File: config.mk
export PLATFORM = sky130hd
export DESIGN_NAME = frame_rx_top
export DESIGN_NICKNAME = d
export VERILOG_FILES = /design/src/logic/frame_rx_pkg.sv /design/src/logic/crc8_engine.sv /design/src/logic/cmd_decoder.sv /design/src/logic/payload_store.sv /design/src/logic/parse_ctrl.sv /design/src/logic/frame_rx_top.sv
export SDC_FILE = /design/constraint.sdc
export NUM_CORES = 1
export LEC_CHECK = 0
export BUFFER_PORTS_ARGS = -buffer_cell sky130_fd_sc_hd__clkbuf_2
export CAP_MARGIN = 20
export CORE_ASPECT_RATIO = 1.4
export CORE_UTILIZATION = 49
export CTS_CLUSTER_DIAMETER = 30
export DETAILED_ROUTE_END_ITERATION = 7
export GPL_TIMING_DRIVEN = 0
export PLACE_DENSITY_LB_ADDON = 0.12
export SKIP_LAST_GASP = 1
export SLEW_MARGIN = 20
export SYNTH_ARGS = -nofsm -noshare
export SYNTH_HDL_FRONTEND = slang
export SYNTH_HIERARCHICAL = 1
export SYNTH_SLANG_ARGS = --single-unit
File: constraint.sdc
create_clock -name clk -period 3.3 [get_ports clk]
set_input_delay 0.495 -clock clk [delete_from_list [all_inputs] [get_ports clk]]
set_output_delay 0.495 -clock clk [all_outputs]
set_load 0.02 [all_outputs]
File: src/logic/frame_rx_pkg.sv
package frame_rx_pkg;

    // Frame delimiters and special command codes
    localparam logic [7:0] SOF_HOST_TO_DEVICE = 8'hA5;   // Host to device start of frame
    localparam logic [7:0] CMD_RESET          = 8'hFF;   // Soft reset request, no addr/data

    // Write data buffer sizing
    // 16 beats max (4-bit length field) of up to 4 bytes each
    localparam int MAX_DATA_BYTES = 64;
    localparam int DATA_IDX_W     = $clog2(MAX_DATA_BYTES);       // 6 bits
    localparam int DATA_CNT_W     = $clog2(MAX_DATA_BYTES + 1);   // 7 bits, holds 0..64

    // Status codes returned with each finished frame
    typedef enum logic [7:0] {
        STATUS_OK      = 8'h00,
        STATUS_CRC_ERR = 8'h01,   // Received CRC differs from running CRC
        STATUS_CMD_INV = 8'h02    // Reserved size field in command
    } status_t;

    // Command byte bits 5:4, bytes per beat
    typedef enum logic [1:0] {
        SIZE_BYTE = 2'b00,   // 1 byte
        SIZE_HALF = 2'b01,   // 2 bytes
        SIZE_WORD = 2'b10,   // 4 bytes
        SIZE_RSVD = 2'b11    // Not supported, flagged as invalid command
    } size_t;

    // Command byte layout
    //   [7]   read when set, write when clear
    //   [6]   address increment, passed through untouched
    //   [5:4] size_t
    //   [3:0] beat count minus one

endpackage

File: src/logic/crc8_engine.sv
`timescale 1ns/100ps

module crc8_engine #(
    parameter logic [7:0] CRC_POLY = 8'h07   // Normal form, x^8 term implied
) (
    input  logic       clk,
    input  logic       rst,
    input  logic       crc_clear,    // Start of a new frame
    input  logic       crc_enable,   // Fold byte_in into the running CRC
    input  logic [7:0] byte_in,
    output logic       crc_match     // Live byte equals running CRC
);

    logic [7:0] crc_q;   // Running CRC over cmd, addr and data bytes

    // One byte through the LFSR, MSB first, no reflection
    function automatic logic [7:0] crc_step(input logic [7:0] crc_in, input logic [7:0] data);
        logic [7:0] c;
        logic       fb;
        c = crc_in;
        for (int i = 7; i >= 0; i--) begin
            fb = c[7] ^ data[i];          // Feedback from top bit and incoming bit
            c  = {c[6:0], 1'b0};
            if (fb) begin
                c = c ^ CRC_POLY;
            end
        end
        return c;
    endfunction

    always_ff @(posedge clk) begin
        if (rst) begin
            crc_q <= 8'h00;
        end else if (crc_clear) begin
            crc_q <= 8'h00;                        // Init value zero, no final XOR
        end else if (crc_enable) begin
            crc_q <= crc_step(crc_q, byte_in);
        end
    end

    // Only meaningful while the CRC byte sits at the FIFO head
    assign crc_match = (byte_in == crc_q);

endmodule

File: src/logic/cmd_decoder.sv
`timescale 1ns/100ps

module cmd_decoder
    import frame_rx_pkg::*;
(
    input  logic                  clk,
    input  logic                  rst,
    input  logic                  cmd_load,        // Command byte is being read
    input  logic [7:0]            byte_in,
    output logic                  load_is_reset,   // Live byte is the reset command
    output logic [7:0]            cmd,
    output logic                  is_reset,
    output logic                  cmd_valid,
    output logic [DATA_CNT_W-1:0] expected_bytes   // Write data bytes to follow address
);

    logic                  rw_bit;
    size_t                 size_f;
    logic [DATA_CNT_W-1:0] beats;      // Length field plus one
    logic [DATA_CNT_W-1:0] bytes_d;    // Decoded byte count for the live byte
    logic                  valid_d;

    assign rw_bit        = byte_in[7];
    assign size_f        = size_t'(byte_in[5:4]);
    assign beats         = DATA_CNT_W'(byte_in[3:0]) + DATA_CNT_W'(1);
    assign load_is_reset = (byte_in == CMD_RESET);

    always_comb begin
        bytes_d = '0;   // Reads, reset and reserved size carry no data
        if (!rw_bit && !load_is_reset) begin
            case (size_f)
                SIZE_BYTE: bytes_d = beats;
                SIZE_HALF: bytes_d = beats << 1;
                SIZE_WORD: bytes_d = beats << 2;   // Max 16 * 4 = 64
                default:   bytes_d = '0;
            endcase
        end
    end

    assign valid_d = load_is_reset || (size_f != SIZE_RSVD);

    // Command byte itself is payload, held for the consumer
    always_ff @(posedge clk) begin
        if (cmd_load) begin
            cmd <= byte_in;
        end
    end

    always_ff @(posedge clk) begin
        if (rst) begin
            is_reset       <= 1'b0;
            cmd_valid      <= 1'b0;
            expected_bytes <= '0;
        end else if (cmd_load) begin
            is_reset       <= load_is_reset;
            cmd_valid      <= valid_d;
            expected_bytes <= bytes_d;
        end
    end

endmodule

File: src/logic/payload_store.sv
`timescale 1ns/100ps

module payload_store
    import frame_rx_pkg::*;
(
    input  logic                  clk,
    input  logic                  rst,
    input  logic                  frame_start,      // SOF accepted, restart byte count
    input  logic                  addr_load,        // Address byte being read
    input  logic                  data_load,        // Data byte being read
    input  logic [7:0]            byte_in,
    input  logic [DATA_CNT_W-1:0] expected_bytes,
    input  logic [DATA_IDX_W-1:0] data_rd_idx,
    output logic [31:0]           addr,
    output logic [DATA_CNT_W-1:0] data_count,
    output logic                  data_last,        // This data byte completes the frame
    output logic [7:0]            data_rd_byte
);

    logic [31:0]           addr_q;
    logic [7:0]            data_mem [MAX_DATA_BYTES];
    logic [DATA_CNT_W-1:0] count_q;

    // Little endian, each byte enters at the top and slides down
    // After four loads the first byte sits in [7:0]
    always_ff @(posedge clk) begin
        if (addr_load) begin
            addr_q <= {byte_in, addr_q[31:8]};
        end
    end

    always_ff @(posedge clk) begin
        if (data_load) begin
            data_mem[count_q[DATA_IDX_W-1:0]] <= byte_in;
        end
    end

    always_ff @(posedge clk) begin
        if (rst) begin
            count_q <= '0;
        end else if (frame_start) begin
            count_q <= '0;
        end else if (data_load) begin
            count_q <= count_q + DATA_CNT_W'(1);
        end
    end

    assign data_last    = ((count_q + DATA_CNT_W'(1)) == expected_bytes);
    assign addr         = addr_q;
    assign data_count   = count_q;
    assign data_rd_byte = data_mem[data_rd_idx];   // Async read port for the consumer

    // Controller must stop loading once the decoded length is reached
    a_no_overflow: assert property (
        @(posedge clk) disable iff (rst)
        data_load |-> (count_q != DATA_CNT_W'(MAX_DATA_BYTES))
    ) else $error("Data buffer overflow at %0t", $time);

endmodule

File: src/logic/parse_ctrl.sv
`timescale 1ns/100ps

module parse_ctrl
    import frame_rx_pkg::*;
(
    input  logic                  clk,
    input  logic                  rst,
    input  logic [7:0]            byte_in,          // FIFO head, checked for SOF
    input  logic                  rx_fifo_empty,
    input  logic                  frame_consumed,
    input  logic                  load_is_reset,
    input  logic                  is_reset,
    input  logic                  cmd_valid,
    input  logic [DATA_CNT_W-1:0] expected_bytes,
    input  logic                  data_last,
    input  logic                  crc_match,
    output logic                  rx_fifo_rd_en,
    output logic                  crc_clear,
    output logic                  crc_enable,
    output logic                  cmd_load,
    output logic                  addr_load,
    output logic                  data_load,
    output logic                  frame_start,
    output logic                  frame_valid,
    output logic                  frame_error,
    output status_t               error_status,
    output logic                  parser_busy,
    output logic                  soft_reset_request
);

    typedef enum logic [2:0] {
        ST_IDLE,   // Hunt for SOF, drop anything else
        ST_CMD,
        ST_ADDR,   // Four bytes, counted by addr_cnt
        ST_DATA,
        ST_CRC,
        ST_HOLD    // Frame result presented, wait for consumer
    } state_t;

    state_t     state, state_next;
    logic [1:0] addr_cnt;
    status_t    status_q;
    logic       soft_rst_q;
    logic       rd;             // A byte is consumed this cycle
    logic       crc_rd;         // CRC byte consumed this cycle
    logic       reset_ok;       // Reset frame with good CRC

    // Every state but hold pulls bytes when available
    assign rd            = (state != ST_HOLD) && !rx_fifo_empty;
    assign rx_fifo_rd_en = rd;
    assign crc_rd        = rd && (state == ST_CRC);
    assign reset_ok      = is_reset && crc_match;

    always_comb begin
        state_next  = state;
        crc_clear   = 1'b0;
        crc_enable  = 1'b0;
        cmd_load    = 1'b0;
        addr_load   = 1'b0;
        data_load   = 1'b0;
        frame_start = 1'b0;
        case (state)
            ST_IDLE: begin
                if (rd && (byte_in == SOF_HOST_TO_DEVICE)) begin
                    frame_start = 1'b1;
                    crc_clear   = 1'b1;   // SOF itself is not covered
                    state_next  = ST_CMD;
                end
            end
            ST_CMD: begin
                if (rd) begin
                    crc_enable = 1'b1;
                    cmd_load   = 1'b1;
                    state_next = load_is_reset ? ST_CRC : ST_ADDR;   // Reset has no addr/data
                end
            end
            ST_ADDR: begin
                if (rd) begin
                    crc_enable = 1'b1;
                    addr_load  = 1'b1;
                    if (addr_cnt == 2'd3) begin
                        state_next = (expected_bytes != '0) ? ST_DATA : ST_CRC;
                    end
                end
            end
            ST_DATA: begin
                if (rd) begin
                    crc_enable = 1'b1;
                    data_load  = 1'b1;
                    if (data_last) begin
                        state_next = ST_CRC;
                    end
                end
            end
            ST_CRC: begin
                if (rd) begin
                    state_next = reset_ok ? ST_IDLE : ST_HOLD;
                end
            end
            ST_HOLD: begin
                if (frame_consumed) begin
                    state_next = ST_IDLE;
                end
            end
            default: state_next = ST_IDLE;
        endcase
    end

    always_ff @(posedge clk) begin
        if (rst) begin
            state      <= ST_IDLE;
            addr_cnt   <= 2'd0;
            status_q   <= STATUS_OK;
            soft_rst_q <= 1'b0;
        end else begin
            state      <= state_next;
            soft_rst_q <= crc_rd && reset_ok;                  // Single cycle pulse
            if (cmd_load) begin
                addr_cnt <= 2'd0;
            end else if (addr_load) begin
                addr_cnt <= addr_cnt + 2'd1;
            end
            // Status priority: bad command first, then CRC
            if (crc_rd) begin
                if (!cmd_valid) begin
                    status_q <= STATUS_CMD_INV;
                end else if (!crc_match) begin
                    status_q <= STATUS_CRC_ERR;
                end else begin
                    status_q <= STATUS_OK;
                end
            end
        end
    end

    assign frame_valid        = (state == ST_HOLD) && (status_q == STATUS_OK);
    assign frame_error        = (state == ST_HOLD) && (status_q != STATUS_OK);
    assign error_status       = status_q;
    assign parser_busy        = (state != ST_IDLE);
    assign soft_reset_request = soft_rst_q;

    a_rd_not_empty: assert property (
        @(posedge clk) disable iff (rst) rx_fifo_rd_en |-> !rx_fifo_empty
    ) else $error("Read from empty RX FIFO at %0t", $time);

    a_valid_err_excl: assert property (
        @(posedge clk) disable iff (rst) !(frame_valid && frame_error)
    ) else $error("frame_valid and frame_error together at %0t", $time);

    a_soft_rst_pulse: assert property (
        @(posedge clk) disable iff (rst) soft_reset_request |=> !soft_reset_request
    ) else $error("soft_reset_request longer than one cycle at %0t", $time);

endmodule

File: src/logic/frame_rx_top.sv
`timescale 1ns/100ps

module frame_rx_top
    import frame_rx_pkg::*;
#(
    parameter logic [7:0] CRC_POLY = 8'h07
) (
    input  logic                  clk,
    input  logic                  rst,
    input  logic [7:0]            rx_fifo_data,     // FWFT head, valid while not empty
    input  logic                  rx_fifo_empty,
    input  logic                  frame_consumed,
    input  logic [DATA_IDX_W-1:0] data_rd_idx,
    output logic                  rx_fifo_rd_en,
    output logic [7:0]            cmd,
    output logic [31:0]           addr,
    output logic [DATA_CNT_W-1:0] data_count,
    output logic [7:0]            data_rd_byte,
    output logic                  frame_valid,
    output logic                  frame_error,
    output status_t               error_status,
    output logic                  parser_busy,
    output logic                  soft_reset_request
);

    // Controller strobes, all qualified by a byte read
    logic crc_clear, crc_enable, cmd_load, addr_load, data_load, frame_start;
    // Datapath status back to the controller
    logic                  load_is_reset, is_reset, cmd_valid, data_last, crc_match;
    logic [DATA_CNT_W-1:0] expected_bytes;

    parse_ctrl u_ctrl (
        .clk, .rst,
        .byte_in (rx_fifo_data),
        .rx_fifo_empty, .frame_consumed,
        .load_is_reset, .is_reset, .cmd_valid, .expected_bytes, .data_last, .crc_match,
        .rx_fifo_rd_en, .crc_clear, .crc_enable, .cmd_load, .addr_load, .data_load,
        .frame_start, .frame_valid, .frame_error, .error_status, .parser_busy,
        .soft_reset_request
    );

    crc8_engine #(
        .CRC_POLY (CRC_POLY)
    ) u_crc (
        .clk, .rst, .crc_clear, .crc_enable,
        .byte_in (rx_fifo_data),
        .crc_match
    );

    cmd_decoder u_cmd (
        .clk, .rst, .cmd_load,
        .byte_in (rx_fifo_data),
        .load_is_reset, .cmd, .is_reset, .cmd_valid, .expected_bytes
    );

    payload_store u_store (
        .clk, .rst, .frame_start, .addr_load, .data_load,
        .byte_in (rx_fifo_data),
        .expected_bytes, .data_rd_idx,
        .addr, .data_count, .data_last, .data_rd_byte
    );

endmodule

After elaboration in Yosys (flattened, before gate mapping)
Memory sizes are Yosys's and may differ from the RTL's.
Cells that the tools add are included.
{"block": "totals", "reg_bits": 78, "ram_bits": 512, "input_bits": 18, "wordCells": 129, "mem_count": 1}
{"block": "classes", "addsub": 3, "eq_ne": 22, "muxes": 54, "n_bitwise": 16, "n_reduce_logical": 22}
{"memory": "u_store.data_mem", "depth": 64, "width": 8, "rd": 1, "rd_clocked_by_memory_dff": 0, "write_ports": 1, "line": "payload_store.sv:21", "text": "logic [7:0] data_mem [MAX_DATA_BYTES];"}
{"op": "$mux 8", "n": 22}
{"op": "$mux 3", "n": 19}
{"op": "$not 3->3", "n": 8}
{"op": "$pmux 7 s3", "n": 1}
{"op": "$pmux 3 s6", "n": 1}
{"op": "$eq 8x8->1 const B", "n": 2}
{"op": "$ne 2x1->1 const B", "n": 6}
{"op": "$mux 1", "n": 10}
{"op": "$eq 8x8->1", "n": 1}
{"op": "$logic_and 1x1->1", "n": 8}
{"op": "$logic_not 8->1", "n": 1}
{"op": "$reduce_and 8->1", "n": 1}
{"op": "$reduce_bool 8->1", "n": 1}
{"op": "$xor 1x1->1", "n": 8}
{"op": "$add 7x1->7 const B", "n": 1}
{"op": "$eq 7x7->1", "n": 1}
{"op": "$mux 7", "n": 1}
{"op": "$reduce_bool 7->1", "n": 1}
{"op": "$eq 3x2->1 const B", "n": 2}
{"op": "$eq 3x3->1 const B", "n": 2}
{"op": "$ne 2x2->1 const B", "n": 3}
{"op": "$add 4x1->5 const B", "n": 1}
{"op": "$eq 2x2->1 const B", "n": 2}
{"op": "$reduce_or 2->1", "n": 2}
{"op": "10 further kinds", "n": 12}

Depth between registers and ports, before layout
{"block": "logic_depth", "ltp_word": 39, "mapped_depth": 10}

By module
Netlist, hierarchy kept.
{"module": "payload_store", "instances": 1, "cells_per_inst": 1005, "area_each_um2": 21379.3, "seq_area_each_um2": 16475.8}
{"module": "cmd_decoder", "instances": 1, "cells_per_inst": 71, "area_each_um2": 783.3, "seq_area_each_um2": 420.4}
{"module": "parse_ctrl", "instances": 1, "cells_per_inst": 82, "area_each_um2": 655.6, "seq_area_each_um2": 160.2}
{"module": "crc8_engine", "instances": 1, "cells_per_inst": 62, "area_each_um2": 636.9, "seq_area_each_um2": 160.2}

Worst setup path before layout
Ideal clock, no wire load.
{"block": "synth_timing", "path_kind": "input -> output", "start": "input port data_rd_idx[0]", "end": "output port data_rd_byte[3]", "t_arrival_ps": 2020, "required_ps": 2805, "setup_slack_ps": 785, "path_stages": 7, "n_path_buf": 2, "path_cell_list": "buf_6 > buf_2 > mux4_2 > a221oi_1 > o21ai_1 > nand3_1 > o21ai_1"}
{"block": "synth_between", "elab_chain_len": 1}
{"item": "start, declared", "line": "frame_rx_top.sv:13", "text": "input logic [DATA_IDX_W-1:0] data_rd_idx,"}
{"item": "$mem_v2 64x8"}
{"item": "end, declared", "line": "frame_rx_top.sv:18", "text": "output logic [7:0] data_rd_byte,"}
Every way passes these cells.

Final worst setup path
{"block": "layout_timing", "start": "register u_ctrl.state[2]", "end": "memory u_store.data_mem[1][5] (enable)"}
{"block": "layout_between", "elab_chain_len": 6, "word_cells_on_any_way": 7, "classes_between": "2 x eq/ne; 4 x mux; 1 x reduce/logical"}
{"item": "start, declared", "line": "parse_ctrl.sv:40", "text": "state_t state, state_next;"}
{"item": "start signal, assigned", "line": "parse_ctrl.sv:116", "text": "state <= state_next;"}
{"item": "$ne 3x3->1", "line": "parse_ctrl.sv:49", "text": "assign rd = (state != ST_HOLD) && !rx_fifo_empty;"}
{"item": "$logic_and 1x1->1", "line": "parse_ctrl.sv:49"}
{"item": "$mux 1", "line": "parse_ctrl.sv:87", "text": "if (rd) begin"}
{"item": "$mux 1 *", "line": "parse_ctrl.sv:62", "text": "case (state)"}
{"item": "net data_load", "line": "frame_rx_top.sv:27", "text": "logic crc_clear, crc_enable, cmd_load, addr_load, data_load, frame_start;"}
{"item": "$mux 1 *", "line": "payload_store.sv:33", "text": "if (data_load) begin"}
{"item": "$mux 1 (implied by the code) *", "line": "payload_store.sv:34", "text": "data_mem[count_q[DATA_IDX_W-1:0]] <= byte_in;"}
{"item": "end, declared", "line": "payload_store.sv:21"}
Mark *: on every way through the listed nets, which the timed path passes. The rest lies on a longest branch.

==> results.sh <==
export IMPL_status="finished, violations left"
export IMPL_violations="setup timing"
export IMPL_synth_ff_type="edfxtp_1"
export IMPL_slew_headroom_pct=28.64
export IMPL_synth_edff_count=552
export IMPL_grt_max_degree=74
export IMPL_mostFrequentLayoutCells="552 x edfxtp_1, 122 x mux4_2, 98 x clkbuf_16, 91 x nor2_1, 71 x clkbuf_2"
export IMPL_worstPathMaxFanout=10
export IMPL_die_y_um=260.9
export IMPL_tritoncts="built"
export IMPL_dr_pass1_iters=5
export IMPL_path_delay_family="simple AND/OR/NAND/NOR gates"
export IMPL_syn_inst=1220
export IMPL_die_area_mm2=0.04876
export IMPL_layout_min_cycle_time_ps=3333
export IMPL_nets=1433
export IMPL_drtIter0Drc=1048
export IMPL_ir_drop_v=0.0004910
export IMPL_io_buffers=77
export IMPL_grt_usage_pct=24.15
export IMPL_ys_types=71
export IMPL_core_area_mm2=0.04716
export IMPL_worstReg2RegEnd="u_store/data_mem[1][5]"
export IMPL_finalWirelength_mm=57.48
export IMPL_grt_first_pass_wirelength_mm=83.81
export IMPL_avgRoutedWirePerCell_um=27.23
export IMPL_setup_slack_ps=-32.92
export IMPL_hpwlAfterDp_mm=38.34
export IMPL_critPathLaunchType="flop"
export IMPL_cpMostUsedCell="nor2_1"
export IMPL_antenna_found_initial=0
export IMPL_power_mw=19.45
export IMPL_path_class="reg2reg"
export IMPL_setup_worst_path_start="u_ctrl/state[2]"
export IMPL_initial_core_util_pct=49.73
export IMPL_drive_gt1_share_pct=30.93
export IMPL_synth_seq_area_share_pct=73.40
export IMPL_required_ps=3540
export IMPL_postCtsHoldBufs=0
export IMPL_crit_chain="buf_4 -> nor2_1 -> and3_1 -> clkbuf_1 -> nand3_1 -> nor2_1"
export IMPL_p_leak_nw=9.418
export IMPL_die_w_um=186.9
export IMPL_slew_violations=0
export IMPL_cp_end_kind="flop"
export IMPL_n_fill_cell=3427
export IMPL_synthesis_area_mm2=0.02345
export IMPL_cts_buffers=97
export IMPL_max_stage_delay_ps=920
export IMPL_rsz0062_at_grt="true"
export IMPL_instances_no_fill=2111
export IMPL_ys_seq_elements=584
export IMPL_antenna_cells=0
export IMPL_reg2reg_depth=6
export IMPL_drc_errors=0
export IMPL_r2r_start="u_ctrl/state[2]"
export IMPL_areaGrowthSynthToFinish_pct=20.56
export IMPL_ys_warn_count=6
export IMPL_max_cap_viol_count=0
export IMPL_async_flop_share_pct=0
export IMPL_fmaxAchievable_mhz=300.0
export IMPL_antenna_left=0
export IMPL_htree_levels=3
export IMPL_hold_path_class="in2reg"
export IMPL_gp_congestion=0.8671
export IMPL_cp_arrival_ps=3570
export IMPL_cp_num_cells=6
export IMPL_reg2reg_slack_ps=-30
export IMPL_hold_viol=0
export IMPL_setup_violations=9
export IMPL_grt_pass1_vias=12650
export IMPL_p_per_area_mw_per_mm2=688.0
export IMPL_dp_cells=1935
export IMPL_cts_clk_slew_worst_paths_ps=50
export IMPL_cts_sinks=584
export IMPL_clockBufferDepth=3
export IMPL_worstMarginPinSlew_ps=1066
export IMPL_critPathBufInv=2
export IMPL_fin_crit_sh_pct=101.0
export IMPL_layout_cells_most_common="edfxtp_1"
export IMPL_crit_slowest_cell="nor2_1"
export IMPL_gr_total_overflow=0
export IMPL_skew_ps=23.54
export IMPL_synth_avg_cell_area_um2=19.23
export IMPL_pin_count=86
export IMPL_crit_path_end="u_store/data_mem[1][5]"
export IMPL_via_count=12590
export IMPL_clock_latency_ps=630
export IMPL_rows=94
export IMPL_finish_utilization_pct=59.96
export IMPL_viasPerCell=5.962
export IMPL_clock_root_buffer="clkbuf_16"
## kinds of logic (layout without fill, tap and decap cells)
logic type | Yosys count | in the layout | synth area share, %
adder cells (fa/ha/maj) | 5 | 5 | 0.2667
buffers and inverters | 77 | 339 | 2.080
AND/OR/NAND/NOR | 229 | 229 | 4.748
other | 1 | 6 | 0.01599
multiplexers | 163 | 163 | 13.89
flip-flops | 584 | 584 | 73.40
AO/OA/AOI/OAI | 127 | 127 | 3.809
XOR/XNOR | 34 | 34 | 1.792
## per-layer routing
layer  track usage, %  part of all wire [%]  vias up
met5                0                     0        -
met3            4.303                   6.6      103
met4            10.29                   3.5        0
li1                 -                     -     5380
met1            28.95                    37     6569
met2            43.00                    53      534
## Yosys cell counts, types with 3 or more instances
cell type  count  share of area (%)
mux4_1         6               0.67
buf_1          4              0.064
nand3b_1       7               0.22
nor2b_1       11               0.29
a221oi_1       8               0.30
a22oi_1        3              0.096
nand2b_1      12               0.32
nand3_1       21               0.45
or3_1          7               0.19
a211oi_1      11               0.35
xor2_1        10               0.37
o21a_1         3              0.096
mux2i_1       34                1.5
o221ai_1      10               0.37
o211ai_1       4               0.13
mux4_2       122                 12
xnor2_2        5               0.35
a31oi_1        4               0.11
xnor3_1        4               0.38
nor3_1        12               0.26
o21ai_1       12               0.26
a31o_2         3               0.11
nand2_1       32               0.51
dfxtp_1       32                2.7
or2_2          3              0.080
clkbuf_1      20               0.32
nor2_1        99                1.6
buf_6          8               0.38
buf_2         20               0.43
buf_4         17               0.54
a22o_1         8               0.30
o22ai_1       15               0.40
a21oi_1       21               0.45
xnor2_1       13               0.49
edfxtp_1     552                 71
nand4_1        5               0.13
ha_1           5               0.27
o21ai_0       12               0.26
buf_12         3               0.26
## worst min-delay path by stage
stage / depth (start not counted) / endpoint / slack (ps) / from
after floorplan: 1 / u_ctrl/error_status[1] / 440 / u_cmd/cmd_valid
after global placement: 0 / u_store/addr[23] / 430 / u_store/addr[31]
after detailed placement: 0 / u_store/addr[4] / 440 / u_store/addr[12]
after CTS: 4 / u_ctrl/state[2] / 210 / frame_consumed
after global routing: 4 / u_ctrl/state[2] / 260 / frame_consumed
final: 4 / u_ctrl/state[2] / 250 / frame_consumed
## cell type report
class	count	area (µm²)	area share, %
Sequential cell	584	17220	60.88
Inverter	4	15.01	0.05309
Tap cell	624	780.7	2.761
Multi-Input combinational cell	564	5866	20.74
Buffer	73	503.0	1.779
Clock buffer	104	2475	8.752
Timing Repair Buffer	86	525.5	1.858
Clock inverter	72	897.1	3.172
## registers in the layout (all words and copies together), names as in the netlist
name,cells
u_ctrl/error_status,2
u_ctrl/addr_cnt,2
u_store/data_count,7
u_cmd/cmd,8
u_ctrl/soft_reset_request,1
u_ctrl/state,3
u_store/addr,32
u_cmd/cmd_valid,1
u_cmd/is_reset,1
u_store/data_mem,512
u_crc/crc_q,8
u_cmd/expected_bytes,7
## worst register-to-register path, cell delays in order, from the launching register on
cell and delay, ps:
dfxtp_1 320, buf_4 180, nor2_1 220, and3_1 250
clkbuf_1 420, nand3_1 640, nor2_1 930
## report_power, final
part | internal (mW) | leakage [nW] | switching [mW]
registers | 8.14 | 5.22 | 0.0175
clock network | 6.78 | 1.65 | 3.50
logic | 0.396 | 2.55 | 0.617
total | 15.3 | 9.42 | 4.14
## metrics by stage
stage	setup slack, ps	hold slack, ps	area, µm²	setup TNS [ps]
2_1_floorplan	785.0	437.4	23470	0
3_3_place_gp	-333.3	430.5	24640	-2877
3_5_place_dp	-324.5	435.8	24810	-4518
4_1_cts	5.650	212.9	28220	0
5_1_grt	-88.53	259.2	28280	-2951
6_report	-32.92	250.4	28280	-232.7
## repair_timing
| item | 4_1_cts | 5_1_grt |
|---|---|---|
| buffers inserted | 0 | 0 |
| resized for setup | 14 | 18 |
| setup endpoints to repair | 6 | 87 |
(Power assumes the default switching activity.)
